$ cat src/rtl/cpu_bus_macros.svh
`ifndef CPU_BUS_MACROS_SVH
`define CPU_BUS_MACROS_SVH

`define CPU_BUS_ADDR_W 32
`define CPU_BUS_DATA_W 32

// SRAM depth in 32-bit words, as log2
`define SRAM_WORDS_LOG2 10

`define REG_BASE 32'hFFFF_0000 // Upper half selects the register block
`define REG_WAIT_OFS 16'h0000
`define REG_COUNT_OFS 16'h0004
`define WAIT_W 4

`endif

$ cat src/rtl/cpu_bus_pkg.sv
`include "cpu_bus_macros.svh"

package cpu_bus_pkg;

	// One bus access as a master presents it
	typedef struct packed {
		logic rw; // 1 = write
		logic [`CPU_BUS_ADDR_W-1:0] address;
		logic [`CPU_BUS_DATA_W-1:0] wdata;
	} bus_req_t;

	// Arbiter state, which port owns the bus
	typedef enum logic [1:0] {
		GRANT_IDLE = 2'd0,
		GRANT_A = 2'd1,
		GRANT_B = 2'd2,
		GRANT_C = 2'd3
	} grant_t;

endpackage

$ cat src/rtl/bus_timing_regs.sv
`timescale 1ns/1ps
`include "cpu_bus_macros.svh"

module bus_timing_regs
	import cpu_bus_pkg::*;
(
	input logic i_clock,
	input logic i_reset,

	input logic i_reg_request,
	input bus_req_t i_reg_req,
	output logic o_reg_ready,
	output logic [`CPU_BUS_DATA_W-1:0] o_reg_rdata,

	input logic i_access_done, // One pulse per finished SRAM access
	output logic [`WAIT_W-1:0] o_wait_states
);

	logic [`WAIT_W-1:0] wait_q;
	logic [`CPU_BUS_DATA_W-1:0] count_q;
	logic [15:0] offset;
	logic take;

	assign offset = i_reg_req.address[15:0];
	assign take = i_reg_request && !o_reg_ready; // Ready edge ends the access
	assign o_wait_states = wait_q;

	always_ff @(posedge i_clock) begin
		if (i_reset) begin
			o_reg_ready <= 1'b0;
			wait_q <= '0;
			count_q <= '0;
		end else begin
			o_reg_ready <= take;
			if (i_access_done) begin
				count_q <= count_q + 1'b1;
			end
			// Counter is read only
			if (take && i_reg_req.rw && offset == `REG_WAIT_OFS) begin
				wait_q <= i_reg_req.wdata[`WAIT_W-1:0];
			end
		end
	end

	always_ff @(posedge i_clock) begin
		if (take) begin
			case (offset)
				`REG_WAIT_OFS: o_reg_rdata <= {{(`CPU_BUS_DATA_W-`WAIT_W){1'b0}}, wait_q};
				`REG_COUNT_OFS: o_reg_rdata <= count_q;
				default: o_reg_rdata <= '0;
			endcase
		end
	end

endmodule

$ cat config.mk
export PLATFORM = sky130hd
export DESIGN_NAME = bus_timing_regs
export DESIGN_NICKNAME = d
export VERILOG_FILES = /design/src/rtl/cpu_bus_pkg.sv /design/src/rtl/bus_timing_regs.sv
export VERILOG_INCLUDE_DIRS = /design/src /design/src/rtl
export SDC_FILE = /design/constraint.sdc
export NUM_CORES = 1
export LEC_CHECK = 0
export BUFFER_PORTS_ARGS = -buffer_cell sky130_fd_sc_hd__buf_2
export CORE_MARGIN = 5
export CORE_UTILIZATION = 45
export DETAILED_ROUTE_END_ITERATION = 12
export HOLD_SLACK_MARGIN = 0.06
export PLACE_DENSITY = 0.75
export SLEW_MARGIN = 25
export SYNTH_ARGS = -nofsm -noshare
export SYNTH_HDL_FRONTEND = slang
export SYNTH_SLANG_ARGS = --single-unit
$ cat constraint.sdc
create_clock -name i_clock -period 3.05 [get_ports i_clock]
set_clock_uncertainty 0.15 [all_clocks]
set_input_delay 0.1525 -clock i_clock [delete_from_list [all_inputs] [get_ports i_clock]]
set_output_delay 0.1525 -clock i_clock [all_outputs]
set_load 0.05 [all_outputs]
==> impl_metrics.yaml <==
global_route:
  gr-total-overflow: 0
  grt_first_pass_wirelength_um: 9970
  grt_pass1_vias: 2156
  antenna_found_initial: 0
  track_usage: 0.1479
  grt_max_degree: 42
die:
  rows: 29
  initial_core_util: 0.4687
  die-width_um: 91.79
  die_area_um2: 8425
  die_h_um: 91.79
  coreArea_um2: 6422
  ioPinCount: 106
setup_path:
  path_delay_family: "simple AND/OR/NAND/NOR gates"
  critPathMaxStageDelay_ps: 650
  cp.arrival_ps: 2500
  reg2reg_depth: 4
  ff2ff_setup_slack_ps: 690
  crit_start: "i_access_done"
  rr_startpoint: "count_q[2]$_SDFFE_PP0P_"
  crit_type: "input port to register"
  endpoint: "count_q[26]$_SDFFE_PP0P_"
  cpMaxStageDelayCell: "or4_1"
  worstPathMaxFanout: 16
  path_cells: "dlygate4sd3_1, buf_2, and4_1, nand4_1, or4_1, a21oi_1"
  start_kind: "input port"
  critical_path_depth: 6
  critPathCaptureType: "register"
  crit_buf_inv: 2
  r2r_end: "count_q[26]$_SDFFE_PP0P_"
  cp.required_ps: 3160
cts:
  numCtsBuffers: 9
  cts.clk_slew.worst_paths_ps: 70
  htree_levels: 3
  root_buffer: "clkbuf_8"
  cts_tree: "done"
  clock_latency_ps: 340
  cts.sinks: 69
  cts_setup_buffers: 0
  clock_path_buffers: 2
  postCtsResizedCells: 0
run_status:
  status: "completed"
sta:
  rsz0062_at_grt: "false"
  setup_viol: 0
  period_needed_ps: 2395
  finalCritPeriodShare: 0.7853
  setup_slack_ps: 654.9
  tightest_slew_ps: 706.6
  fmax_mhz: 417.5
  fin_tns_setup_ps: 0
  slew_violations: 0
  hold_viol_final: 0
  relSlewSlack: 0.5289
  holdWs_ps: 117.2
detailed_routing:
  avgRoutedWirePerCell_um: 14.05
  vias: 2305
  drtIter0Drc: 167
  ant_nets: 0
  drt_drc_violations_left: 0
  avgViaCountPerCell: 5.411
  routed_wl_um: 5985
  dr.pass1.iters: 4
run:
  maxCapViolations: 0
cells_and_area:
  drive_above_1_share: 0.2665
  n_antenna_cell: 0
  area_growth_pct: 18.87
  fillers: 564
  regArea_um2: 1702
  multi_input_area_um2: 1224
  fin_nets: 414
hold_path:
  hp-class: "input port to register"
pwr:
  sw_frac_of_total: 0.2462
  ir_worst_vdd_uv: 216.8
  seqPwrFrac: 0.562
  p_comb_frac: 0.079
  clockPowerShare: 0.358
  internal-power_w: 0.001335
  p_leak_nw: 1.308
  switchingPower_w: 0.0004361
  power_density_nw_per_um2: 494.9
yosys:
  yosysUniqueCellTypes: 37
  synthTopCellsByArea: "edfxtp_1 (32%), dfxtp_1 (25%), and2_1 (5.4%)"
  synthTopCellsByCount: "dfxtp_1 (37), edfxtp_1 (32), and2_1 (26)"
  syn_inst: 276
  yosysTopAreaCell: "edfxtp_1"
  synthArstFlopShare: 0
  syn_area_um2: 3010
  ys_warn_count: 0
  ys_seq_elements: 69
  post-synth-top-count-cell: "dfxtp_1"
  synth_ff_type: "dfxtp_1"
  ys_seq_area_frac: 0.5653
  yosys.area.top_type_share: 0.3192
  synth_nets: 346
  synth-edff-count: 32
  syn_avg_cell_area_um2: 10.91
place:
  dp_slack_ps: 722.8
  place.gp.congestion: 0.7837
  port_buffers: 61
  dp.final_hpwl_um: 4139
[logic make-up after synthesis]
logic type	synth area share
multiplexers	0.01663
AO/OA/AOI/OAI	0.09061
flip-flops	0.5653
XOR/XNOR	0.03201
AND/OR/NAND/NOR	0.2623
buffers and inverters	0.02910
adder cells (fa/ha/maj)	0.004156
[registers in the layout (all words and copies together) (netlist names)]
register	cells
o_wait_states	4
o_reg_rdata	32
o_reg_ready	1
count_q	32
[stage by stage]
stage / utilization / cells / total power (W) / area [um2]
3_5_place_dp: 0.5233 / 405 / 0.001154 / 3361
4_1_cts: 0.5572 / 426 / 0.001787 / 3578
6_report: 0.5572 / 426 / 0.001771 / 3578
3_3_place_gp: 0.5233 / 405 / 0.001152 / 3361
5_1_grt: 0.5572 / 426 / 0.001846 / 3578
2_1_floorplan: - / 276 / 0.001116 / 3013
[power by group through the flow]
stage	clock, W	sequential [W]	combinational [W]
global route	0.000699	0.000998	0.000150
floorplan	0	0.00108	0.0000316
detailed placement	0	0.00102	0.000137
CTS	0.000648	0.000996	0.000142
finish	0.000634	0.000996	0.000141
global placement	0	0.00102	0.000135
[tightest hold or removal path: stages]
cell and delay, ps:
buf_2 80, nor4_1 40, nand2_1 110, nor3_1 50
[per-layer routing]
metal,part of all wire,global-route usage,routed length (um),vias up
met5,0,0,0,-
met4,0.023,0.08663,136,0
met3,0.054,0.03355,325,12
met2,0.48,0.2386,2878,63
met1,0.44,0.1817,2645,1060
li1,-,-,-,1170
[how the worst min path moves through the flow]
| stage | from | endpoint | slack, ps | depth (start not counted) |
|---|---|---|---|---|
| 6_report | i_reg_req[45] | o_reg_rdata[19]$_DFFE_PN_ | 120 | 4 |
| 5_1_grt | i_reg_req[45] | o_reg_rdata[25]$_DFFE_PN_ | 130 | 4 |
| 4_1_cts | i_reg_req[45] | o_reg_rdata[19]$_DFFE_PN_ | 100 | 4 |
| 3_5_place_dp | i_reg_req[3] | o_wait_states[3]$_SDFFE_PP0P_ | 270 | 3 |
| 3_3_place_gp | i_reg_req[2] | o_wait_states[2]$_SDFFE_PP0P_ | 270 | 3 |
| 2_1_floorplan | i_reg_req[0] | o_wait_states[0]$_SDFFE_PP0P_ | 160 | 2 |
[layout by cell type, fill, tap and decap left out, types with 8 or more instances in the layout]
master	count
nand4_1	11
a21oi_1	20
nand2b_1	8
dfxtp_1	37
clkbuf_8	10
and2_1	26
nand2_1	16
xor2_1	8
buf_2	61
edfxtp_1	32
nor2_1	13
or4_1	16
o31ai_1	15
[cell type report]
cell class | instances | share of cell area
Clock buffer | 11 | 0.03951
Clock inverter | 5 | 0.007343
Inverter | 3 | 0.003147
Multi-Input combinational cell | 192 | 0.3420
Sequential cell | 69 | 0.4755
Tap cell | 77 | 0.02692
Timing Repair Buffer | 69 | 0.1056
[repair_timing]
item	4_1_cts	5_1_grt
endpoints found under the setup margin	0	0
hold endpoints to repair	7	0
hold buffers	5	0
(Power assumes the default switching activity.)
