==> config.mk <==
export PLATFORM = sky130hd
export DESIGN_NAME = bus_decoder
export DESIGN_NICKNAME = d
export VERILOG_FILES = /design/src/rtl/cpu_bus_pkg.sv /design/src/rtl/bus_decoder.sv
export VERILOG_INCLUDE_DIRS = /design/src /design/src/rtl
export SDC_FILE = /design/constraint.sdc
export NUM_CORES = 1
export LEC_CHECK = 0
export BUFFER_PORTS_ARGS = -buffer_cell sky130_fd_sc_hd__buf_2
export CAP_MARGIN = 20
export CORE_AREA = 8 8 109 111
export DETAILED_ROUTE_END_ITERATION = 10
export DIE_AREA = 0 0 117 119
export PLACE_DENSITY = 0.5
export REMOVE_ABC_BUFFERS = 1
export SLEW_MARGIN = 20
export SYNTH_ARGS = -nofsm -noshare
export SYNTH_HDL_FRONTEND = slang
export SYNTH_SLANG_ARGS = --single-unit
==> constraint.sdc <==
create_clock -name vclk -period 3.2
set_input_delay 0.16 -clock vclk [all_inputs]
set_output_delay 0.16 -clock vclk [all_outputs]
set_load 0.01 [all_outputs]
==> src/rtl/cpu_bus_macros.svh <==
`ifndef CPU_BUS_MACROS_SVH
`define CPU_BUS_MACROS_SVH

`define CPU_BUS_ADDR_W 32
`define CPU_BUS_DATA_W 32

// SRAM depth in 32-bit words, as log2
`define SRAM_WORDS_LOG2 10

`define REG_BASE 32'hFFFF_0000 // Upper half selects the register block
`define REG_WAIT_OFS 16'h0000
`define REG_COUNT_OFS 16'h0004
`define WAIT_W 4

`endif

==> src/rtl/cpu_bus_pkg.sv <==
`include "cpu_bus_macros.svh"

package cpu_bus_pkg;

	// One bus access as a master presents it
	typedef struct packed {
		logic rw; // 1 = write
		logic [`CPU_BUS_ADDR_W-1:0] address;
		logic [`CPU_BUS_DATA_W-1:0] wdata;
	} bus_req_t;

	// Arbiter state, which port owns the bus
	typedef enum logic [1:0] {
		GRANT_IDLE = 2'd0,
		GRANT_A = 2'd1,
		GRANT_B = 2'd2,
		GRANT_C = 2'd3
	} grant_t;

endpackage

==> src/rtl/bus_decoder.sv <==
`timescale 1ns/1ps
`include "cpu_bus_macros.svh"

module bus_decoder
	import cpu_bus_pkg::*;
(
	// From the arbiter
	input logic i_bus_request,
	input bus_req_t i_bus_req,
	output logic o_bus_ready,
	output logic [`CPU_BUS_DATA_W-1:0] o_bus_rdata,

	// SRAM slave
	output logic o_mem_request,
	output bus_req_t o_mem_req,
	input logic i_mem_ready,
	input logic [`CPU_BUS_DATA_W-1:0] i_mem_rdata,

	// Timing register block
	output logic o_reg_request,
	output bus_req_t o_reg_req,
	input logic i_reg_ready,
	input logic [`CPU_BUS_DATA_W-1:0] i_reg_rdata
);

	localparam logic [`CPU_BUS_ADDR_W-1:0] REG_BASE_ADDR = `REG_BASE;

	logic reg_sel;

	// Only the upper half of the address takes part in the match
	assign reg_sel = (i_bus_req.address[`CPU_BUS_ADDR_W-1:`CPU_BUS_ADDR_W-16]
		== REG_BASE_ADDR[`CPU_BUS_ADDR_W-1:`CPU_BUS_ADDR_W-16]);

	assign o_mem_request = i_bus_request && !reg_sel;
	assign o_reg_request = i_bus_request && reg_sel;

	// Both slaves see the same access, only one gets the request
	assign o_mem_req = i_bus_req;
	assign o_reg_req = i_bus_req;

	assign o_bus_ready = reg_sel ? i_reg_ready : i_mem_ready;
	assign o_bus_rdata = reg_sel ? i_reg_rdata : i_mem_rdata;

endmodule

==> results.json, run 1 <==
{
  "grt_pass1_vias": 1238,
  "dieArea_mm2": 0.01392,
  "synthToLayoutAreaGrowth_pct": -5.126,
  "grt_pass1_wl_mm": 14.65,
  "drt-wirelength-per-cell_um": 38.92,
  "synth_top_area_cell": "buf_4",
  "crit_buf_inv": 3,
  "synth.area.top_cells": "buf_4 68%, mux2_2 24%, buf_6 2.3%",
  "outcome": "finished, final reports clean",
  "pwr_density_cell_mw_per_mm2": 109.0,
  "finalNetCount": 326,
  "drtIter0Drc": 71,
  "synth_fa_ha_area_share_pct": 0,
  "clock_buffers": 0,
  "drc": 0,
  "start_kind": "input port",
  "drv_slew": 0,
  "setup_tns_ns": 0,
  "hold_viol_final": 0,
  "path_max_fanout": 24,
  "period_needed_ns": 1.828,
  "io_buffer_count": 150,
  "crit_family": "buffers and inverters",
  "worst_hold_path_type": "in -> out",
  "grtUsageTotal_pct": 16.52,
  "start_util_pct": 14.27,
  "ys_seq_area_share_pct": 0,
  "vias": 1215,
  "die_h_um": 119,
  "setup_viol": 0,
  "timing.critical_path.mode_cell": "buf_2",
  "ctsResizeCount": 0,
  "firstDrtPassIters": 4,
  "synthSimpleGateAreaFrac_pct": 4.083,
  "fin_crit_sh_pct": 57.12,
  "worstPathRequired_ns": 3.04,
  "diodes": 0,
  "path_cells": "buf_2 -> nand4_1 -> nor4_4 -> buf_4 -> mux2_2 -> buf_2",
  "worstPathArrival_ns": 1.67,
  "core-area_mm2": 0.01009,
  "max-slew-margin-rel_pct": 78.29,
  "rsz0062_at_grt": "false",
  "synthMuxAreaShare_pct": 25.80,
  "cts_setup_buffers": 0,
  "leakagePower_nw": 0.7412,
  "post-route-util_pct": 13.54,
  "maxCapViolations": 0,
  "seq_area_um2": 0,
  "max_slew.worst_pin.slew_ns": 0.3256,
  "synth_area_per_cell_um2": 8.324,
  "synth_top_family_by_area": "buffers and inverters",
  "dieWidth_um": 117,
  "yosysWarnings": 0,
  "crit_slowest_cell": "mux2_2",
  "synth_xor_area_share_pct": 0,
  "fin_cells": 328,
  "synth.most_common_cell": "buf_4",
  "ioPinCount": 297,
  "ant_nets": 0,
  "ys_types": 8,
  "synth_area_mm2": 0.001440,
  "synth_top_area_share_pct": 67.77,
  "critPathCaptureType": "output pin",
  "drive_gt1_share_pct": 95.83,
  "overflow": 0,
  "drt-vias-per-instance": 3.704,
  "cp_slowest_stage_delay_ns": 0.38,
  "n_fill_cell": 1187,
  "synth_cells": 173,
  "grt_start_max_net_pins": 25,
  "hold_buffers": 0,
  "gp_congestion": 0.9467,
  "rows": 37,
  "antenna_found_initial": 0,
  "hpwl_mm": 12.03,
  "dpl.cell_count": 328,
  "synth_compound_area_share_pct": 0,
  "max_freq_mhz": 547.1,
  "seq_cells": 0,
  "synth_common_cells": "130 x buf_4, 31 x mux2_2, 4 x nand4_1",
  "wirelength_mm": 12.77,
  "ir_drop_uv": 24.24,
  "worst-setup-path-type": "in -> out"
}
-- stage by stage --
stage               cell area, µm²  power [mW]  setup slack (ns)  hold WS, ns
global route                  1366      0.1588             1.266       0.3201
global placement              1366      0.1488             1.383       0.3201
finish                        1366      0.1489             1.372       0.3200
floorplan                    430.4     0.03519             1.026       0.3200
CTS                           1366      0.1506             1.330       0.3201
detailed placement            1366      0.1499             1.353       0.3201
-- final cells by class --
cell class | instances | area (µm²) | share of cell area (%)
Multi-Input combinational cell | 40 | 430.4 | 31.50
Timing Repair Buffer | 152 | 765.7 | 56.04
Tap cell | 136 | 170.2 | 12.45
-- layer usage --
metal	GRT usage (%)	wire length [µm]
met5	10.37	129
met3	18.19	3264
met2	23.32	5234
met4	16.49	1424
met1	10.48	2714
-- path summary, 6_finish.rpt --
| path | startpoint | endpoint | cells after the start |
|---|---|---|---|
| worst max-delay path | i_bus_req[49] | o_bus_rdata[19] | 6 |
| worst min-delay path | i_bus_req[13] | o_mem_req[13] | 0 |
-- report_power, final --
part           internal (mW)  switching (mW)
Clock                      0               0
Sequential                 0               0
Combinational         0.0795          0.0694
-- cells in the final DEF (no fill, tap or decap) --
| cell | n |
|---|---|
| nor4_4 | 1 |
| buf_4 | 2 |
| mux2_2 | 31 |
| mux2_1 | 2 |
| and2_1 | 1 |
| nor2b_1 | 1 |
| nand4_1 | 4 |
| buf_2 | 150 |
-- logic make-up after synthesis --
kind of cell           count (synthesis)
buffers and inverters                133
multiplexers                          33
AND/OR/NAND/NOR                        7
No activity file was read; power rests on OpenSTA's default activity.
==> inputs of run 2 (changes only) <==
Settings changed: CORE_AREA 8 8 109 111 to 8 8 110 112, DIE_AREA 0 0 117 119 to 0 0 118 120, PLACE_DENSITY 0.5 to 0.49.
Clock period 3.2 ns to 1.7 ns, I/O delays scaled along.
==> run 2 against run 1 <==
Worst hold slack got worse by 0.15 ns. Critical endpoint is now o_bus_rdata[11]. Via count barely moved. Utilization decreased by 0.45 points. Worst setup slack worse by 1.3 ns. First-iteration DRC count decreased by 76%. Flip-flop and latch count unchanged. Cell area rose by 0.64%. Sequential share of layout area is the same. Final cell count rose by 1.2%. Largest power group unchanged.
==> results.json, run 2 (synthesis gave the netlist of run 1 again) <==
{
  "outcome": "finished, final reports clean",
  "gr-usage-met3_pct": 27.99,
  "drtIter0Drc": 17,
  "hold_end": "o_mem_req[1]",
  "maxCapViolations": 0,
  "worstPathArrival_ns": 1.50,
  "grt_util_met2_pct": 31.12,
  "rsz0062_at_grt": "false",
  "pwr_density_cell_mw_per_mm2": 218.9,
  "grt_pass1_wl_mm": 17.44,
  "seq_cells": 0,
  "hold_viol_final": 0,
  "path_max_fanout": 16,
  "max-slew-margin-rel_pct": 83.46,
  "drv_slew": 0,
  "seq_area_um2": 0,
  "setup_viol": 0,
  "final_cell_mix": "150 x buf_2, 31 x mux2_2, 4 x nand4_1",
  "ioPinCount": 297,
  "grt_pass1_vias": 1361,
  "vias": 1214,
  "period_needed_ns": 1.583,
  "hp-start": "i_bus_req[1]",
  "wirelength_mm": 14.25,
  "clock_buffers": 0,
  "worst-setup-path-type": "in -> out",
  "die_h_um": 120,
  "grtUsageTotal_pct": 19.01,
  "dieArea_mm2": 0.01416,
  "final_common_cell": "buf_2",
  "finalNetCount": 326,
  "diodes": 0,
  "synthToLayoutAreaGrowth_pct": -4.518,
  "hpwl_mm": 13.76,
  "gp_congestion": 0.8271,
  "post-route-util_pct": 13.09,
  "fin_crit_sh_pct": 93.10,
  "drt-vias-per-instance": 3.657,
  "ctsResizeCount": 0,
  "core-area_mm2": 0.01051,
  "firstDrtPassIters": 2,
  "max_freq_mhz": 631.8,
  "hold_buffers": 0,
  "drc": 0,
  "overflow": 0,
  "p_total_mw": 0.3010,
  "critPathCaptureType": "output pin",
  "antenna_found_initial": 1,
  "worstPathRequired_ns": 1.62,
  "drive_gt1_share_pct": 95.83,
  "min_delay_path_depth": 0,
  "grt_start_max_net_pins": 20,
  "start_util_pct": 13.71,
  "start_kind": "input port",
  "rows": 38,
  "worst_hold_path_type": "in -> out",
  "max_slew.worst_pin.slew_ns": 0.2462,
  "grt-busiest-layer": "met2",
  "drt-wirelength-per-cell_um": 42.93,
  "ir_drop_uv": 40.66,
  "ant_nets": 0,
  "leakagePower_nw": 0.7419,
  "dieWidth_um": 118,
  "cts_setup_buffers": 0,
  "io_buffer_count": 150,
  "grt_use_met1_pct": 11.43
}
run 2: worst max path at each step:
| stage | start | to | slack [ns] |
|---|---|---|---|
| after floorplan | i_bus_req[57] | o_bus_rdata[0] | -0.32 |
| after global placement | i_bus_req[57] | o_bus_rdata[1] | 0.11 |
| after detailed placement | i_bus_req[52] | o_bus_rdata[4] | 0.06 |
| after CTS | i_bus_req[52] | o_bus_rdata[4] | 0.06 |
| after global routing | i_bus_req[52] | o_bus_rdata[19] | 0.01 |
| final | i_bus_req[52] | o_bus_rdata[11] | 0.12 |
run 2: area by class of cell:
cell class                 count  area (µm²)
fill                        1232        9133
timing repair buffer         152       769.5
multi-input combinational     40       430.4
tap                          140       175.2
run 2: power breakdown:
group | leakage (nW) | internal, mW | total, mW | switching, mW
Combinational | 0.742 | 0.150 | 0.301 | 0.151
Clock | 0 | 0 | 0 | 0
Sequential | 0 | 0 | 0 | 0
Total | 0.742 | 0.150 | 0.301 | 0.151
run 2: through the flow:
stage	std cells	TNS, ns	hold slack (ns)	instance area (µm²)	worst slack, ns
after floorplan	40	-10.88	0.1700	430.4	-0.3239
after global placement	332	0	0.1702	1371	0.1068
after CTS	332	0	0.1702	1371	0.05871
final	332	0	0.1700	1375	0.1173
after global routing	332	0	0.1701	1375	0.01140
after detailed placement	332	0	0.1702	1371	0.06397
run 2: per-layer routing:
metal,part of all wire (%),vias to the layer above
met2,46,242
met4,1.3,2
met3,31,6
met5,0.084,-
met1,22,496
li1,-,468
run 2: critical path, cell delays in order:
cell and delay (ns):
buf_2 0.11, nand4_1 0.15, nor4_4 0.34, buf_4 0.30, mux2_2 0.36, buf_2 0.14
