[config.mk]
export PLATFORM = sky130hd
export DESIGN_NAME = cpu_bus_arbiter
export DESIGN_NICKNAME = d
export VERILOG_FILES = /design/src/rtl/cpu_bus_pkg.sv /design/src/rtl/cpu_bus_arbiter.sv
export VERILOG_INCLUDE_DIRS = /design/src /design/src/rtl
export SDC_FILE = /design/constraint.sdc
export NUM_CORES = 1
export LEC_CHECK = 0
export ABC_AREA = 1
export ABC_CLOCK_PERIOD_IN_PS = 7000
export BUFFER_PORTS_ARGS = -buffer_cell sky130_fd_sc_hd__clkbuf_2
export CAP_MARGIN = 0
export CORE_AREA = 3 3 142 144
export DETAILED_ROUTE_END_ITERATION = 8
export DIE_AREA = 0 0 145 147
export HOLD_SLACK_MARGIN = 0.12
export PLACE_DENSITY = 0.51
export REMOVE_ABC_BUFFERS = 1
export SETUP_SLACK_MARGIN = 0.05
export SYNTH_ARGS = -nofsm -noshare
export SYNTH_HDL_FRONTEND = slang
export SYNTH_SLANG_ARGS = --single-unit
[constraint.sdc]
create_clock -name i_clock -period 7 [get_ports i_clock]
set_clock_uncertainty 0.2 [all_clocks]
set_input_delay 1.4 -clock i_clock [delete_from_list [all_inputs] [get_ports i_clock]]
set_output_delay 1.4 -clock i_clock [all_outputs]
set_load 0.005 [all_outputs]
[src/rtl/cpu_bus_macros.svh]
`ifndef CPU_BUS_MACROS_SVH
`define CPU_BUS_MACROS_SVH

`define CPU_BUS_ADDR_W 32
`define CPU_BUS_DATA_W 32

// SRAM depth in 32-bit words, as log2
`define SRAM_WORDS_LOG2 10

`define REG_BASE 32'hFFFF_0000 // Upper half selects the register block
`define REG_WAIT_OFS 16'h0000
`define REG_COUNT_OFS 16'h0004
`define WAIT_W 4

`endif

[src/rtl/cpu_bus_pkg.sv]
`include "cpu_bus_macros.svh"

package cpu_bus_pkg;

	// One bus access as a master presents it
	typedef struct packed {
		logic rw; // 1 = write
		logic [`CPU_BUS_ADDR_W-1:0] address;
		logic [`CPU_BUS_DATA_W-1:0] wdata;
	} bus_req_t;

	// Arbiter state, which port owns the bus
	typedef enum logic [1:0] {
		GRANT_IDLE = 2'd0,
		GRANT_A = 2'd1,
		GRANT_B = 2'd2,
		GRANT_C = 2'd3
	} grant_t;

endpackage

[src/rtl/cpu_bus_arbiter.sv]
`timescale 1ns/1ps
`include "cpu_bus_macros.svh"

module cpu_bus_arbiter
	import cpu_bus_pkg::*;
(
	input logic i_clock,
	input logic i_reset,

	// Port A, instruction fetch (read only)
	input logic i_pa_request,
	input logic [`CPU_BUS_ADDR_W-1:0] i_pa_address,
	output logic o_pa_ready,
	output logic [`CPU_BUS_DATA_W-1:0] o_pa_rdata,

	// Port B, load/store
	input logic i_pb_request,
	input bus_req_t i_pb_req,
	output logic o_pb_ready,
	output logic [`CPU_BUS_DATA_W-1:0] o_pb_rdata,

	// Port C, debug or DMA
	input logic i_pc_request,
	input bus_req_t i_pc_req,
	output logic o_pc_ready,
	output logic [`CPU_BUS_DATA_W-1:0] o_pc_rdata,

	// Shared bus
	output logic o_bus_request,
	output bus_req_t o_bus_req,
	input logic i_bus_ready,
	input logic [`CPU_BUS_DATA_W-1:0] i_bus_rdata
);

	grant_t state;

	assign o_bus_request = (state != GRANT_IDLE);

	// Ready and data only reach the port that holds the grant
	assign o_pa_ready = (i_pa_request && state == GRANT_A) ? i_bus_ready : 1'b0;
	assign o_pb_ready = (i_pb_request && state == GRANT_B) ? i_bus_ready : 1'b0;
	assign o_pc_ready = (i_pc_request && state == GRANT_C) ? i_bus_ready : 1'b0;

	assign o_pa_rdata = (state == GRANT_A) ? i_bus_rdata : '0;
	assign o_pb_rdata = (state == GRANT_B) ? i_bus_rdata : '0;
	assign o_pc_rdata = (state == GRANT_C) ? i_bus_rdata : '0;

	always_ff @(posedge i_clock) begin
		if (i_reset) begin
			state <= GRANT_IDLE;
		end else begin
			case (state)
				GRANT_IDLE: begin
					// Fixed priority C > B > A
					if (i_pc_request) begin
						state <= GRANT_C;
					end else if (i_pb_request) begin
						state <= GRANT_B;
					end else if (i_pa_request) begin
						state <= GRANT_A;
					end
				end
				default: begin
					if (i_bus_ready) begin // Access done, free the bus
						state <= GRANT_IDLE;
					end
				end
			endcase
		end
	end

	// Capture the winner's access, held for the whole grant
	always_ff @(posedge i_clock) begin
		if (state == GRANT_IDLE) begin
			if (i_pc_request) begin
				o_bus_req <= i_pc_req;
			end else if (i_pb_request) begin
				o_bus_req <= i_pb_req;
			end else if (i_pa_request) begin
				o_bus_req.rw <= 1'b0; // Fetch is always a read
				o_bus_req.address <= i_pa_address;
				o_bus_req.wdata <= '0;
			end
		end
	end

endmodule

==> report_table.html <==
<table>
<tr><th>Metric</th><th>Value</th></tr>
<tr><th colspan="2">Run status</th></tr>
<tr><td>Outcome</td><td>complete, no violations</td></tr>
<tr><th colspan="2">Setup path</th></tr>
<tr><td>Critical path class</td><td>in -&gt; out</td></tr>
<tr><td>Startpoint of the most critical setup path</td><td>i_pc_request</td></tr>
<tr><td>Critical path endpoint category</td><td>output port</td></tr>
<tr><td>Setup slack of the most critical reg-to-reg path</td><td>4.89 ns</td></tr>
<tr><td>Critical path arrival</td><td>2.43 ns</td></tr>
<tr><td>Reg-to-reg critical path startpoint</td><td>state[1]$_SDFFE_PP0P_</td></tr>
<tr><td>Max FO, Critical Path</td><td>23</td></tr>
<tr><td>Startpoint types</td><td>input pin</td></tr>
<tr><td>Required time of the worst setup path</td><td>5.40 ns</td></tr>
<tr><th colspan="2">GRT</th></tr>
<tr><td>Remaining Overflow, GRT</td><td>0</td></tr>
<tr><td>Number of global-route vias before repair</td><td>4062</td></tr>
<tr><td>Pin count of the biggest net entering global routing</td><td>between 60 and 70</td></tr>
<tr><td>Overall track demand over capacity in global routing</td><td>between 10% and 20%</td></tr>
<tr><td>Wire length of the first global-routing pass</td><td>23250 um</td></tr>
<tr><td>Initial antenna violation count</td><td>0</td></tr>
<tr><th colspan="2">Route</th></tr>
<tr><td>Detailed router's first-iteration violation count</td><td>around 130</td></tr>
<tr><td>Router iterations before antenna repair</td><td>4</td></tr>
<tr><td>Remaining design rule violation count</td><td>0</td></tr>
<tr><td>Vias</td><td>4064</td></tr>
<tr><td>Routed wire per std cell</td><td>14.84 um</td></tr>
<tr><td>Final antenna-violating net count</td><td>0</td></tr>
<tr><td>Routed wire length</td><td>15240 um</td></tr>
<tr><td>Post-detailed-route via-to-cell ratio</td><td>3.957</td></tr>
<tr><th colspan="2">Hold path</th></tr>
<tr><td>Source of the worst hold timing path</td><td>state[1]$_SDFFE_PP0P_</td></tr>
<tr><td>Class of the most critical hold timing path</td><td>reg -&gt; reg</td></tr>
<tr><th colspan="2">STA</th></tr>
<tr><td>Final Critical Period</td><td>4.027 ns</td></tr>
<tr><td>Final hold violation count</td><td>0</td></tr>
<tr><td>Fin. max-slew vios</td><td>0</td></tr>
<tr><td>Total negative slack for setup checks</td><td>0 ns</td></tr>
<tr><td>Highest Clock Rate</td><td>248.3 MHz</td></tr>
<tr><td>Setup WS post-layout</td><td>2.973 ns</td></tr>
<tr><td># setup viols final</td><td>0</td></tr>
<tr><td>Worst-Margin Slew</td><td>around 1.1 ns</td></tr>
<tr><td>Share of the clock period used by the worst path</td><td>57.53%</td></tr>
<tr><td>Worst Hold Slack</td><td>between 0.3 and 0.4 ns</td></tr>
<tr><td>Setup repair after global routing missed its margin</td><td>no</td></tr>
<tr><td>Relative slew slack</td><td>between 20% and 30%</td></tr>
<tr><th colspan="2">Clock tree</th></tr>
<tr><td>Maximum number of buffers from clock root to sink</td><td>2</td></tr>
<tr><td>Clock insertion delay at the later pin of the skew report</td><td>0.33 ns</td></tr>
<tr><td>Number of H-tree levels</td><td>3</td></tr>
<tr><td>Clock transition time at the flip-flop clock pins of the worst setup and hold paths</td><td>0.06 ns</td></tr>
<tr><td>Resized Gates After CTS</td><td>0</td></tr>
<tr><td>Post-CTS setup buffers</td><td>0</td></tr>
<tr><td>Number of CTS-inserted buffers</td><td>9</td></tr>
<tr><td>Clock Tree Root</td><td>sky130_fd_sc_hd__clkbuf_16</td></tr>
<tr><td>Number of hold-repair buffers added at the cts stage</td><td>0</td></tr>
<tr><td>TritonCTS clock tree</td><td>built</td></tr>
<tr><td>Clock Sinks</td><td>67</td></tr>
<tr><th colspan="2">Cells and area</th></tr>
<tr><td>Post-synthesis to final-layout area growth</td><td>65.56%</td></tr>
<tr><td>Fillers</td><td>2042</td></tr>
<tr><td>Antenna diode count</td><td>0</td></tr>
<tr><td>Area occupied by registers</td><td>0.001992 mm2</td></tr>
<tr><td>Final non-filler cell area</td><td>0.005871 mm2</td></tr>
<tr><td>Share of layout cells above drive strength 1</td><td>about half</td></tr>
<tr><td>Multi-input combinational cell area</td><td>between 0.001 and 0.0015 mm2</td></tr>
<tr><td>NumNets Final</td><td>962</td></tr>
<tr><td>Leading cell type in the layout, fill and taps excluded</td><td>sky130_fd_sc_hd__clkbuf_2</td></tr>
<tr><td>Most frequent cells in the layout</td><td>sky130_fd_sc_hd__clkbuf_2 (364), sky130_fd_sc_hd__nand2_1 (102), sky130_fd_sc_hd__nor2_1 (100)</td></tr>
<tr><td>Non-filler cells, final</td><td>1027</td></tr>
<tr><th colspan="2">Synth</th></tr>
<tr><td>Cell area after technology mapping</td><td>0.003546 mm2</td></tr>
<tr><td>Share of the yosys chip area belonging to registers</td><td>roughly 56%</td></tr>
<tr><td>Count of cell types in the netlist</td><td>17</td></tr>
<tr><td>Yosys warning total</td><td>0</td></tr>
<tr><td>Number of storage elements in the synthesis netlist</td><td>67</td></tr>
<tr><td>Synth Instances</td><td>411</td></tr>
<tr><td>Per-instance average area after synthesis</td><td>8.627 um2</td></tr>
<tr><th colspan="2">Floorplanning</th></tr>
<tr><td>I/O pin cnt</td><td>365</td></tr>
<tr><td>Core outline area</td><td>~0.019 mm2</td></tr>
<tr><td>Die Area</td><td>0.02132 mm2</td></tr>
<tr><td>Die width</td><td>145 um</td></tr>
<tr><td>Total number of placement rows</td><td>50</td></tr>
<tr><td>Die Height</td><td>about 150 um</td></tr>
<tr><td>Initial Utilization</td><td>18.83%</td></tr>
<tr><th colspan="2">Placement</th></tr>
<tr><td>Final RePlAce weighted congestion</td><td>0.7663</td></tr>
<tr><td>Post-placement setup slack</td><td>roughly 3.0 ns</td></tr>
<tr><td>Post-detailed-placement half-perimeter wirelength</td><td>12300 um</td></tr>
<tr><td>Placed instance count</td><td>approximately 1000</td></tr>
<tr><td>Placed Instance Area</td><td>0.005594 mm2</td></tr>
<tr><td>Buffers added on ports</td><td>364</td></tr>
<tr><th colspan="2">Flow run</th></tr>
<tr><td>Maximum capacitance violations</td><td>0</td></tr>
<tr><th colspan="2">Pwr</th></tr>
<tr><td>Static Leakage</td><td>approximately 3.2 nW</td></tr>
<tr><td>Power density cells</td><td>214.4 mW/mm2</td></tr>
<tr><td>Largest voltage drop on the vdd net</td><td>0.07997 mV</td></tr>
</table>
[final timing paths]
path / endpoint / cells past startpoint
max reg2reg: o_bus_req[60]$_DFFE_PP_ / 4
max: o_pc_ready / 4
min reg2reg: state[1]$_SDFFE_PP0P_ / 2
min: state[1]$_SDFFE_PP0P_ / 2
[metrics by stage]
stage | power (mW) | util (%)
2_1_floorplan | 0.6596 | -
3_3_place_gp | 0.8589 | 29.71
3_5_place_dp | 0.8591 | 29.71
4_1_cts | 1.292 | 31.18
5_1_grt | 1.342 | 31.18
6_report | 1.259 | 31.18
[logic make-up (layout without fill, tap and decap cells)]
| family | Yosys count | count (layout) | share of synthesized area [%] |
|---|---|---|---|
| compound gates | 37 | 37 | 8.715 |
| buf+inv | 67 | 423 | 8.257 |
| flops | 67 | 67 | 56.18 |
| simple gates | 240 | 240 | 26.85 |
[layout make-up]
type	instances	area share, %
Clock buffer	9	3.836
Timing Repair Buffer	367	31.42
Inverter	40	2.558
Multi-Input combinational cell	277	21.85
Tap cell	260	5.541
Clock inverter	7	0.8738
Sequential cell	67	33.93
[worst max-delay path, stage by stage]
cell	delay (ns)
sky130_fd_sc_hd__clkbuf_2	0.45
sky130_fd_sc_hd__inv_1	0.16
sky130_fd_sc_hd__nor3_1	0.21
sky130_fd_sc_hd__clkbuf_2	0.19
[state kept, by name, indices dropped and copies added (netlist names)]
register and flops:
state 2, o_bus_req 65
[metal layers]
metal	vias up	part of all wire [%]	global-route usage (%)
met3	8	7.6	4.195
met2	228	52	25.61
met5	-	0	0
met4	0	0.93	3.420
li1	2053	-	-
met1	1775	40	16.01
[cell usage after synthesis (all sizes together)]
cell type / number / area share [%]
edfxtp: 65 / 55
nor2: 102 / 11
nor3: 3 / 0.42
dfxtp: 2 / 1.1
nand4: 1 / 0.18
nand2: 102 / 11
o21ai: 1 / 0.14
nand3: 32 / 4.5
a21oi: 3 / 0.42
inv: 40 / 4.2
a22o: 33 / 8.2
clkbuf: 5 / 0.53
buf: 22 / 3.5
[report_power, final]
| group | internal (mW) | total, mW | leakage, nW | switching, mW |
|---|---|---|---|---|
| Sequential | 0.521 | 0.538 | 0.667 | 0.0173 |
| Clock | 0.241 | 0.418 | 0.132 | 0.176 |
| Combinational | 0.131 | 0.303 | 2.42 | 0.172 |
| Total | 0.893 | 1.26 | 3.22 | 0.366 |
Note: power is estimated with default switching activity, not from simulation.
